[config.mk]
export PLATFORM = sky130hd
export DESIGN_NAME = a2_card_glue
export DESIGN_NICKNAME = d
export VERILOG_FILES = /design/src/hw/a2_glue_pkg.sv /design/src/hw/a2_card_glue.sv /design/src/hw/audio_mixer.sv /design/src/hw/bus_edge_sync.sv /design/src/hw/card_response_arbiter.sv /design/src/hw/scanline_dimmer.sv
export VERILOG_INCLUDE_DIRS = /design/src /design/src/hw
export SDC_FILE = /design/constraint.sdc
export NUM_CORES = 1
export LEC_CHECK = 0
export BUFFER_PORTS_ARGS = -buffer_cell sky130_fd_sc_hd__clkbuf_2
export CORE_ASPECT_RATIO = 0.6
export CORE_MARGIN = 5
export CORE_UTILIZATION = 37
export CTS_BUF_LIST = sky130_fd_sc_hd__clkbuf_4 sky130_fd_sc_hd__clkbuf_8
export CTS_CLUSTER_DIAMETER = 100
export CTS_CLUSTER_SIZE = 14
export DETAILED_ROUTE_END_ITERATION = 12
export GPL_ROUTABILITY_DRIVEN = 0
export HOLD_SLACK_MARGIN = 0.15
export PLACE_DENSITY = 0.85
export SYNTH_ARGS = -nofsm -noshare
export SYNTH_HDL_FRONTEND = slang
export SYNTH_SLANG_ARGS = --single-unit
[constraint.sdc]
create_clock -name clk_logic_w -period 2 [get_ports clk_logic_w]
set_input_delay 0.3 -clock clk_logic_w [delete_from_list [all_inputs] [get_ports clk_logic_w]]
set_output_delay 0.3 -clock clk_logic_w [all_outputs]
set_load 0.01 [all_outputs]
[src/hw/a2_glue_defs.svh]
/*
 * Apple II card glue constants
 * Bus, audio and video widths, mixer shift amounts and DIP switch bits
 */

`ifndef A2_GLUE_DEFS_SVH
`define A2_GLUE_DEFS_SVH

// Apple bus
`define A2_DATA_W 8
`define A2_NUM_CARDS 4

// Audio sample widths
`define A2_AUDIO_W 16
`define A2_MB_AUDIO_W 10

// Mixer weights as left shifts
`define A2_MB_SHIFT 5
`define A2_SPK_SHIFT 13

// Video
`define A2_COLOR_W 8
`define A2_SCREEN_Y_W 10

// Flops ahead of the edge register
`define A2_SYNC_STAGES 2

// DIP switch bits, switches read low when on
`define A2_DIP_SCANLINES 0
`define A2_DIP_SPEAKER 1

`endif

[src/hw/a2_glue_pkg.sv]
/*
 * Apple II card glue types
 * Card bus responses, card priority order, pixels and recovered
 * clock strobes shared by the glue blocks
 */

`include "a2_glue_defs.svh"

package a2_glue_pkg;

    // One card's answer to a bus read
    typedef struct packed {
        logic                   rd_en;
        logic [`A2_DATA_W-1:0]  data;
        logic                   irq_n;
    } card_resp_t;

    // Slot order, lowest value wins the bus
    typedef enum logic [1:0] {
        CARD_SERIAL = 2'd0,
        CARD_SPRITE = 2'd1,
        CARD_MOCK   = 2'd2,
        CARD_DISK   = 2'd3
    } card_idx_e;

    // Indexed by card_idx_e
    typedef card_resp_t [`A2_NUM_CARDS-1:0] card_resp_arr_t;

    typedef struct packed {
        logic [`A2_COLOR_W-1:0] r;
        logic [`A2_COLOR_W-1:0] g;
        logic [`A2_COLOR_W-1:0] b;
    } rgb_t;

    // Level of a recovered clock and its single cycle edge strobes
    typedef struct packed {
        logic level;
        logic rise;
        logic fall;
        logic any;
    } edge_strobe_t;

endpackage

[src/hw/a2_card_glue.sv]
/*
 * Apple II slot card bus glue
 * Recovers phi1 and 7M, arbitrates card read data and interrupts onto
 * the bus, mixes card audio and dims odd scanlines of the video out
 */

`include "a2_glue_defs.svh"

module a2_card_glue
    import a2_glue_pkg::*;
#(
    parameter bit SCANLINES_ENABLE = 0,
    parameter bit APPLE_SPEAKER_ENABLE = 0,
    parameter bit BUS_DATA_OUT_ENABLE = 1,
    parameter bit IRQ_OUT_ENABLE = 1
) (
    input  logic                      clk_logic_w,
    input  logic                      reset_i,

    // Apple clocks, asynchronous to clk_logic_w
    input  logic                      a2_phi1_i,
    input  logic                      a2_7m_i,

    // Card responses and latched bus data
    input  card_resp_arr_t            cards_i,
    input  logic [`A2_DATA_W-1:0]     bus_data_i,

    // Audio sources
    input  logic [`A2_AUDIO_W-1:0]    sprite_audio_i,
    input  logic [`A2_MB_AUDIO_W-1:0] mock_audio_i,
    input  logic                      speaker_i,

    input  logic [3:0]                dip_switches_n_i,

    // Outgoing video
    input  rgb_t                      pixel_i,
    input  logic [`A2_SCREEN_Y_W-1:0] screen_y_i,

    // phi1 edges give the 2M strobe, 7M edges the 14M strobe
    output edge_strobe_t              phi1_o,
    output edge_strobe_t              clk7m_o,

    output logic                      data_out_en_o,
    output logic [`A2_DATA_W-1:0]     data_out_o,
    output logic                      irq_n_o,
    output logic [`A2_AUDIO_W-1:0]    audio_o,
    output rgb_t                      pixel_o
);

    bus_edge_sync sync_phi1 (
        .clk_logic_w (clk_logic_w),
        .reset_i     (reset_i),
        .async_i     (a2_phi1_i),
        .strobe_o    (phi1_o)
    );

    bus_edge_sync sync_7m (
        .clk_logic_w (clk_logic_w),
        .reset_i     (reset_i),
        .async_i     (a2_7m_i),
        .strobe_o    (clk7m_o)
    );

    card_response_arbiter #(
        .BUS_DATA_OUT_ENABLE (BUS_DATA_OUT_ENABLE),
        .IRQ_OUT_ENABLE      (IRQ_OUT_ENABLE)
    ) arbiter_i (
        .clk_logic_w   (clk_logic_w),
        .reset_i       (reset_i),
        .cards_i       (cards_i),
        .bus_data_i    (bus_data_i),
        .data_out_en_o (data_out_en_o),
        .data_out_o    (data_out_o),
        .irq_n_o       (irq_n_o)
    );

    audio_mixer #(
        .APPLE_SPEAKER_ENABLE (APPLE_SPEAKER_ENABLE)
    ) mixer_i (
        .clk_logic_w      (clk_logic_w),
        .reset_i          (reset_i),
        .sprite_audio_i   (sprite_audio_i),
        .mock_audio_i     (mock_audio_i),
        .speaker_i        (speaker_i),
        .dip_switches_n_i (dip_switches_n_i),
        .audio_o          (audio_o)
    );

    scanline_dimmer #(
        .SCANLINES_ENABLE (SCANLINES_ENABLE)
    ) dimmer_i (
        .clk_logic_w      (clk_logic_w),
        .reset_i          (reset_i),
        .pixel_i          (pixel_i),
        .screen_y_i       (screen_y_i),
        .dip_switches_n_i (dip_switches_n_i),
        .pixel_o          (pixel_o)
    );

endmodule

[src/hw/audio_mixer.sv]
/*
 * Audio mixer
 * Sums the sprite, Mockingboard and speaker sources into one
 * 16-bit sample, wrapping on overflow, one cycle of latency
 */

`include "a2_glue_defs.svh"

module audio_mixer #(
    parameter bit APPLE_SPEAKER_ENABLE = 0
) (
    input  logic                      clk_logic_w,
    input  logic                      reset_i,
    input  logic [`A2_AUDIO_W-1:0]    sprite_audio_i,
    input  logic [`A2_MB_AUDIO_W-1:0] mock_audio_i,
    input  logic                      speaker_i,
    input  logic [3:0]                dip_switches_n_i,
    output logic [`A2_AUDIO_W-1:0]    audio_o
);

    logic                   spk_en_w;
    logic [`A2_AUDIO_W-1:0] mb_term_w;
    logic [`A2_AUDIO_W-1:0] spk_term_w;
    logic [`A2_AUDIO_W-1:0] sum_w;
    logic [`A2_AUDIO_W-1:0] audio_q;

    // Speaker switch is active low
    assign spk_en_w = APPLE_SPEAKER_ENABLE | ~dip_switches_n_i[`A2_DIP_SPEAKER];

    // Scale the narrower sources up into the sample range
    assign mb_term_w  = `A2_AUDIO_W'(mock_audio_i) << `A2_MB_SHIFT;
    assign spk_term_w = `A2_AUDIO_W'(speaker_i & spk_en_w) << `A2_SPK_SHIFT;

    // Modulo 2^16, carries out of the top are dropped
    assign sum_w = sprite_audio_i + mb_term_w + spk_term_w;

    always_ff @(posedge clk_logic_w) begin
        if (reset_i) begin
            audio_q <= '0;
        end else begin
            audio_q <= sum_w;
        end
    end

    assign audio_o = audio_q;

endmodule

[src/hw/bus_edge_sync.sv]
/*
 * Apple clock recovery
 * Brings one asynchronous Apple clock into the logic clock domain and
 * derives its level plus rise, fall and either-edge strobes
 */

`include "a2_glue_defs.svh"

module bus_edge_sync
    import a2_glue_pkg::*;
(
    input  logic         clk_logic_w,
    input  logic         reset_i,
    input  logic         async_i,
    output edge_strobe_t strobe_o
);

    localparam int STAGES = `A2_SYNC_STAGES;

    logic [STAGES-1:0] sync_q;
    logic              sync_w;
    edge_strobe_t      strobe_q;

    // Metastability chain, oldest sample at the top
    always_ff @(posedge clk_logic_w) begin
        if (reset_i) begin
            sync_q <= '0;
        end else begin
            sync_q <= {sync_q[STAGES-2:0], async_i};
        end
    end

    assign sync_w = sync_q[STAGES-1];

    // Level register doubles as the history flop for edge detection
    always_ff @(posedge clk_logic_w) begin
        if (reset_i) begin
            strobe_q <= '0;
        end else begin
            strobe_q.level <= sync_w;
            strobe_q.rise  <= sync_w & ~strobe_q.level;
            strobe_q.fall  <= ~sync_w & strobe_q.level;
            strobe_q.any   <= sync_w ^ strobe_q.level;
        end
    end

    // Strobes line up with the cycle the new level first shows
    assign strobe_o = strobe_q;

endmodule

[src/hw/card_response_arbiter.sv]
/*
 * Card response arbiter
 * Picks the read data of the highest priority card onto the bus data
 * out port and merges the card interrupts, one cycle of latency
 */

`include "a2_glue_defs.svh"

module card_response_arbiter
    import a2_glue_pkg::*;
#(
    parameter bit BUS_DATA_OUT_ENABLE = 1,
    parameter bit IRQ_OUT_ENABLE = 1
) (
    input  logic                  clk_logic_w,
    input  logic                  reset_i,
    input  card_resp_arr_t        cards_i,
    input  logic [`A2_DATA_W-1:0] bus_data_i,
    output logic                  data_out_en_o,
    output logic [`A2_DATA_W-1:0] data_out_o,
    output logic                  irq_n_o
);

    card_idx_e             winner_w;
    logic                  any_rd_w;
    logic                  any_irq_w;
    logic [`A2_DATA_W-1:0] data_sel_w;

    logic                  data_out_en_q;
    logic [`A2_DATA_W-1:0] data_out_q;
    logic                  irq_n_q;

    // Walk from the lowest priority up so the lowest index ends up winning
    always_comb begin
        winner_w  = CARD_DISK;
        any_rd_w  = 1'b0;
        any_irq_w = 1'b0;
        for (int i = `A2_NUM_CARDS - 1; i >= 0; i--) begin
            if (cards_i[i].rd_en) begin
                winner_w = card_idx_e'(i);
                any_rd_w = 1'b1;
            end
            any_irq_w = any_irq_w | ~cards_i[i].irq_n;
        end
    end

    // Latched bus data passes through when no card answers
    assign data_sel_w = any_rd_w ? cards_i[winner_w].data : bus_data_i;

    always_ff @(posedge clk_logic_w) begin
        if (reset_i) begin
            data_out_en_q <= 1'b0;
            data_out_q    <= '0;
            irq_n_q       <= 1'b1;
        end else begin
            data_out_en_q <= any_rd_w & BUS_DATA_OUT_ENABLE;
            data_out_q    <= data_sel_w;
            // Interrupt line stays released if driving it is not allowed
            irq_n_q       <= ~(any_irq_w & IRQ_OUT_ENABLE);
        end
    end

    assign data_out_en_o = data_out_en_q;
    assign data_out_o    = data_out_q;
    assign irq_n_o       = irq_n_q;

endmodule

[src/hw/scanline_dimmer.sv]
/*
 * Scanline dimmer
 * Halves every colour channel on odd screen lines when enabled,
 * one cycle of latency
 */

`include "a2_glue_defs.svh"

module scanline_dimmer
    import a2_glue_pkg::*;
#(
    parameter bit SCANLINES_ENABLE = 0
) (
    input  logic                      clk_logic_w,
    input  logic                      reset_i,
    input  rgb_t                      pixel_i,
    input  logic [`A2_SCREEN_Y_W-1:0] screen_y_i,
    input  logic [3:0]                dip_switches_n_i,
    output rgb_t                      pixel_o
);

    logic dim_en_w;
    logic dim_line_w;
    rgb_t dimmed_w;
    rgb_t pixel_q;

    // Scanline switch is active low
    assign dim_en_w   = SCANLINES_ENABLE | ~dip_switches_n_i[`A2_DIP_SCANLINES];
    assign dim_line_w = dim_en_w & screen_y_i[0];

    // Half brightness, zero shifted into the top bit
    assign dimmed_w.r = pixel_i.r >> 1;
    assign dimmed_w.g = pixel_i.g >> 1;
    assign dimmed_w.b = pixel_i.b >> 1;

    always_ff @(posedge clk_logic_w) begin
        if (reset_i) begin
            pixel_q <= '0;
        end else begin
            pixel_q <= dim_line_w ? dimmed_w : pixel_i;
        end
    end

    assign pixel_o = pixel_q;

endmodule

==> results.txt <==
internal power = 2.23 mW
final period utilization = 94.7%
CTS tree = yes
sequential area share after synthesis = 46.9%
Hold Crit Class = input port to flop
Flop pwr share = 44.5%
R2R Setup Slk = 1.15 ns
post-synthesis async set-or-reset flop share = 0%
first-pass GRT wire length = 12.4 mm
drt wl/cell = 14.2 um
number of detailed-route iterations in the first pass = 7
final setup fails = 0
Fillers = 620
Post-DRT Antenna Nets = 0
critical path arrival = 2.16 ns
area post-placement = 0.00364 mm^2
drt total wl = 7.87 mm
Max-cap violations = 0
PwrDens = 791 mW/mm^2
fin cells = 554
Worst Max-Slew Pin Slew = 0.525 ns
Required @ worst endpoint = 2.27 ns
Setup crit end kind = flop
GRT Resource Usage Total = 17.7%
Overall Power = 3.05 mW
Post-layout nets = 603
clk buf depth = 2
WP buf/inv = 1
Reg2Reg Capture Point = sync_phi1.strobe_o[0]
met2 wire length = 3.55 mm
dpl hpwl = 6.37 mm
R2R Path Start = sync_phi1.strobe_o[3]
Min Clock Period, post-route = 1.89 ns
share of the synthesized area in the top cell type = 46.9%
net switching power = 0.816 mW
Main synth FF type = dfxtp_1
Synth area leaders = dfxtp_1 (47%), ha_1 (10%), nand2_1 (7.1%)
Yosys cell types = 33
highest clock rate = 0.528 GHz
clock share of power = 34.9%
Sw Share = 26.8%
worst path cell trace = clkbuf_2, ha_1, ha_1, and2_4, a311oi_2, a211oi_1, or3_1, a21oi_1
die area = 0.00899 mm^2
H-tree level count = 3
R2R depth = 3
crit-path most repeated cell = ha_1
register bit total from synthesis = 62
Die H = 75.5 um
via count = 2640
syn_nets = 428
static leakage = 2.01 nW
finished layout cell area = 0.00385 mm^2
FP Rows = 23
Reg clk slew, reported paths = 0.07 ns
yosys warns = 0
Starting Density = 38.8%
skew final = 0.00312 ns
DR vias/cell = 4.77
die width = 119 um
Worst setup SP type = input port
worst hold path stage count = 2
CP max stage delay = 0.38 ns
Worst Hold End = sync_phi1.sync_q[0]
CP Class = input port to flop
largest net degree at the start of global routing = 23
IO Count = 175
clk root buf = clkbuf_8
ant diodes = 0
core region area = 0.00682 mm^2
CP delay by family, top = adder cells
WHS = 0.183 ns
CTS buffer count = 9
Post-Syn Instances = 287
Placed Cells = 536
slack of the critical path = 0.105 ns
Met3 Wirelength = 913 um
EDFF count, synth = 0
worst hold start = a2_phi1_i
initial antenna violation count = 0
RSZ-0062 raised after global routing = false
Max Slew Vio Count = 0
highest routed layer = met4
area leader, netlist = dfxtp_1
Area growth syn-to-layout = 45.6%
Avg Cell Area, Syn = 9.21 um^2
Gate power share = 20.6%
Sink Count = 62
Post-Route M1 WL = 3.36 mm
Setup WS pre-CTS = -0.222 ns
I/O Buffers = 163
outcome = finished, final reports clean
Fin. Hold Viols = 0
Peak VDD IR = 0.000439 V
Skew-Pair Late Insertion Delay = 0.34 ns
DRT iter0 DRCs = 109
CP Max Fanout = 4
GRT overflow = 0
layout cells sized above 1 = 44.3%
Residual DRC = 0
mapped cell area = 0.00264 mm^2
Slowest cell on crit path = or3_1
worst relative slew slack = 64.7%
vias in the first global route = 2691
[how the worst max path moves through the flow]
| stage | startpoint | end | slack, ns | cells after the start |
|---|---|---|---|---|
| final | sprite_audio_i[10] | mixer_i.audio_o[15] | 0.11 | 8 |
| after global placement | sprite_audio_i[6] | mixer_i.audio_o[12] | -0.18 | 9 |
| after CTS | sprite_audio_i[10] | mixer_i.audio_o[15] | 0.13 | 8 |
| after floorplan | sprite_audio_i[6] | mixer_i.audio_o[12] | 0.01 | 8 |
| after global routing | sprite_audio_i[10] | mixer_i.audio_o[15] | 0.03 | 8 |
| after detailed placement | sprite_audio_i[10] | mixer_i.audio_o[15] | -0.22 | 8 |
[cell usage after synthesis, types with 4 or more instances]
cell type  count
ha_1          22
mux2i_1        4
a222oi_1       4
nor2b_1       19
o21ai_0       10
mux2_2         4
nand2_1       50
dfxtp_1       62
clkbuf_1      12
a22o_1         4
a21oi_1       35
nor2_1        17
inv_1          9
[metrics by stage]
stage	util [%]	setup TNS, ns
finish	56.4	0
global route	56.4	0
CTS	56.4	0
detailed placement	53.4	-0.635
global placement	53.4	-0.486
floorplan	-	0
[registers in the layout (all words and copies together), names as in the netlist]
register and flops:
arbiter_i.irq_n_o 1, arbiter_i.data_out_o 8, mixer_i.audio_o 16, dimmer_i.pixel_o 24, sync_phi1.strobe_o 4, arbiter_i.data_out_en_o 1, sync_phi1.sync_q 2, sync_7m.strobe_o 4
sync_7m.sync_q 2
[per-layer routing]
metal  GRT usage, %  vias to the layer above
li1               -                     1322
met1           20.5                     1177
met2           28.9                      135
met3           9.12                        6
met4           5.78                        0
met5              0                        -
[cell type report]
cell class	count	area, um^2	area share [%]
tap	87	109	2.83
clock buffer	11	139	3.61
inverter	9	33.8	0.877
clock inverter	5	50.0	1.30
multi-input combinational	202	1340	34.9
sequential	62	1240	32.2
timing repair buffer	178	933	24.2
[power by group through the flow]
stage	clock [mW]	sequential, mW	combinational (mW)
finish	1.06	1.36	0.627
global route	1.17	1.36	0.700
CTS	1.11	1.36	0.633
detailed placement	0	1.38	0.627
global placement	0	1.38	0.608
floorplan	0	1.43	0.285
[kinds of logic (layout without fill, tap and decap cells)]
logic type	after synthesis	after routing	synth area share (%)
flip-flops	62	62	46.9
adder cells (fa/ha/maj)	24	24	11.9
AO/OA/AOI/OAI	65	65	15.2
multiplexers	8	8	3.22
XOR/XNOR	6	6	1.99
AND/OR/NAND/NOR	99	99	17.3
buffers and inverters	23	203	3.36
[cells in the final DEF, fill, tap and decap left out, drive strengths merged, types with 5 or more instances in the layout]
master,count
buf,13
o21ai,10
nor2b,19
nand2,50
inv,9
clkbuf,174
and2,5
dfxtp,62
nor2,17
ha,22
a21oi,35
[repair_timing]
action	4_1_cts	5_1_grt
hold endpoints to repair	2	0
hold buffers	2	0
setup endpoints to repair	0	0
gates resized for setup	0	0
buffers inserted	0	0
Power figures use the tool's default switching activity.
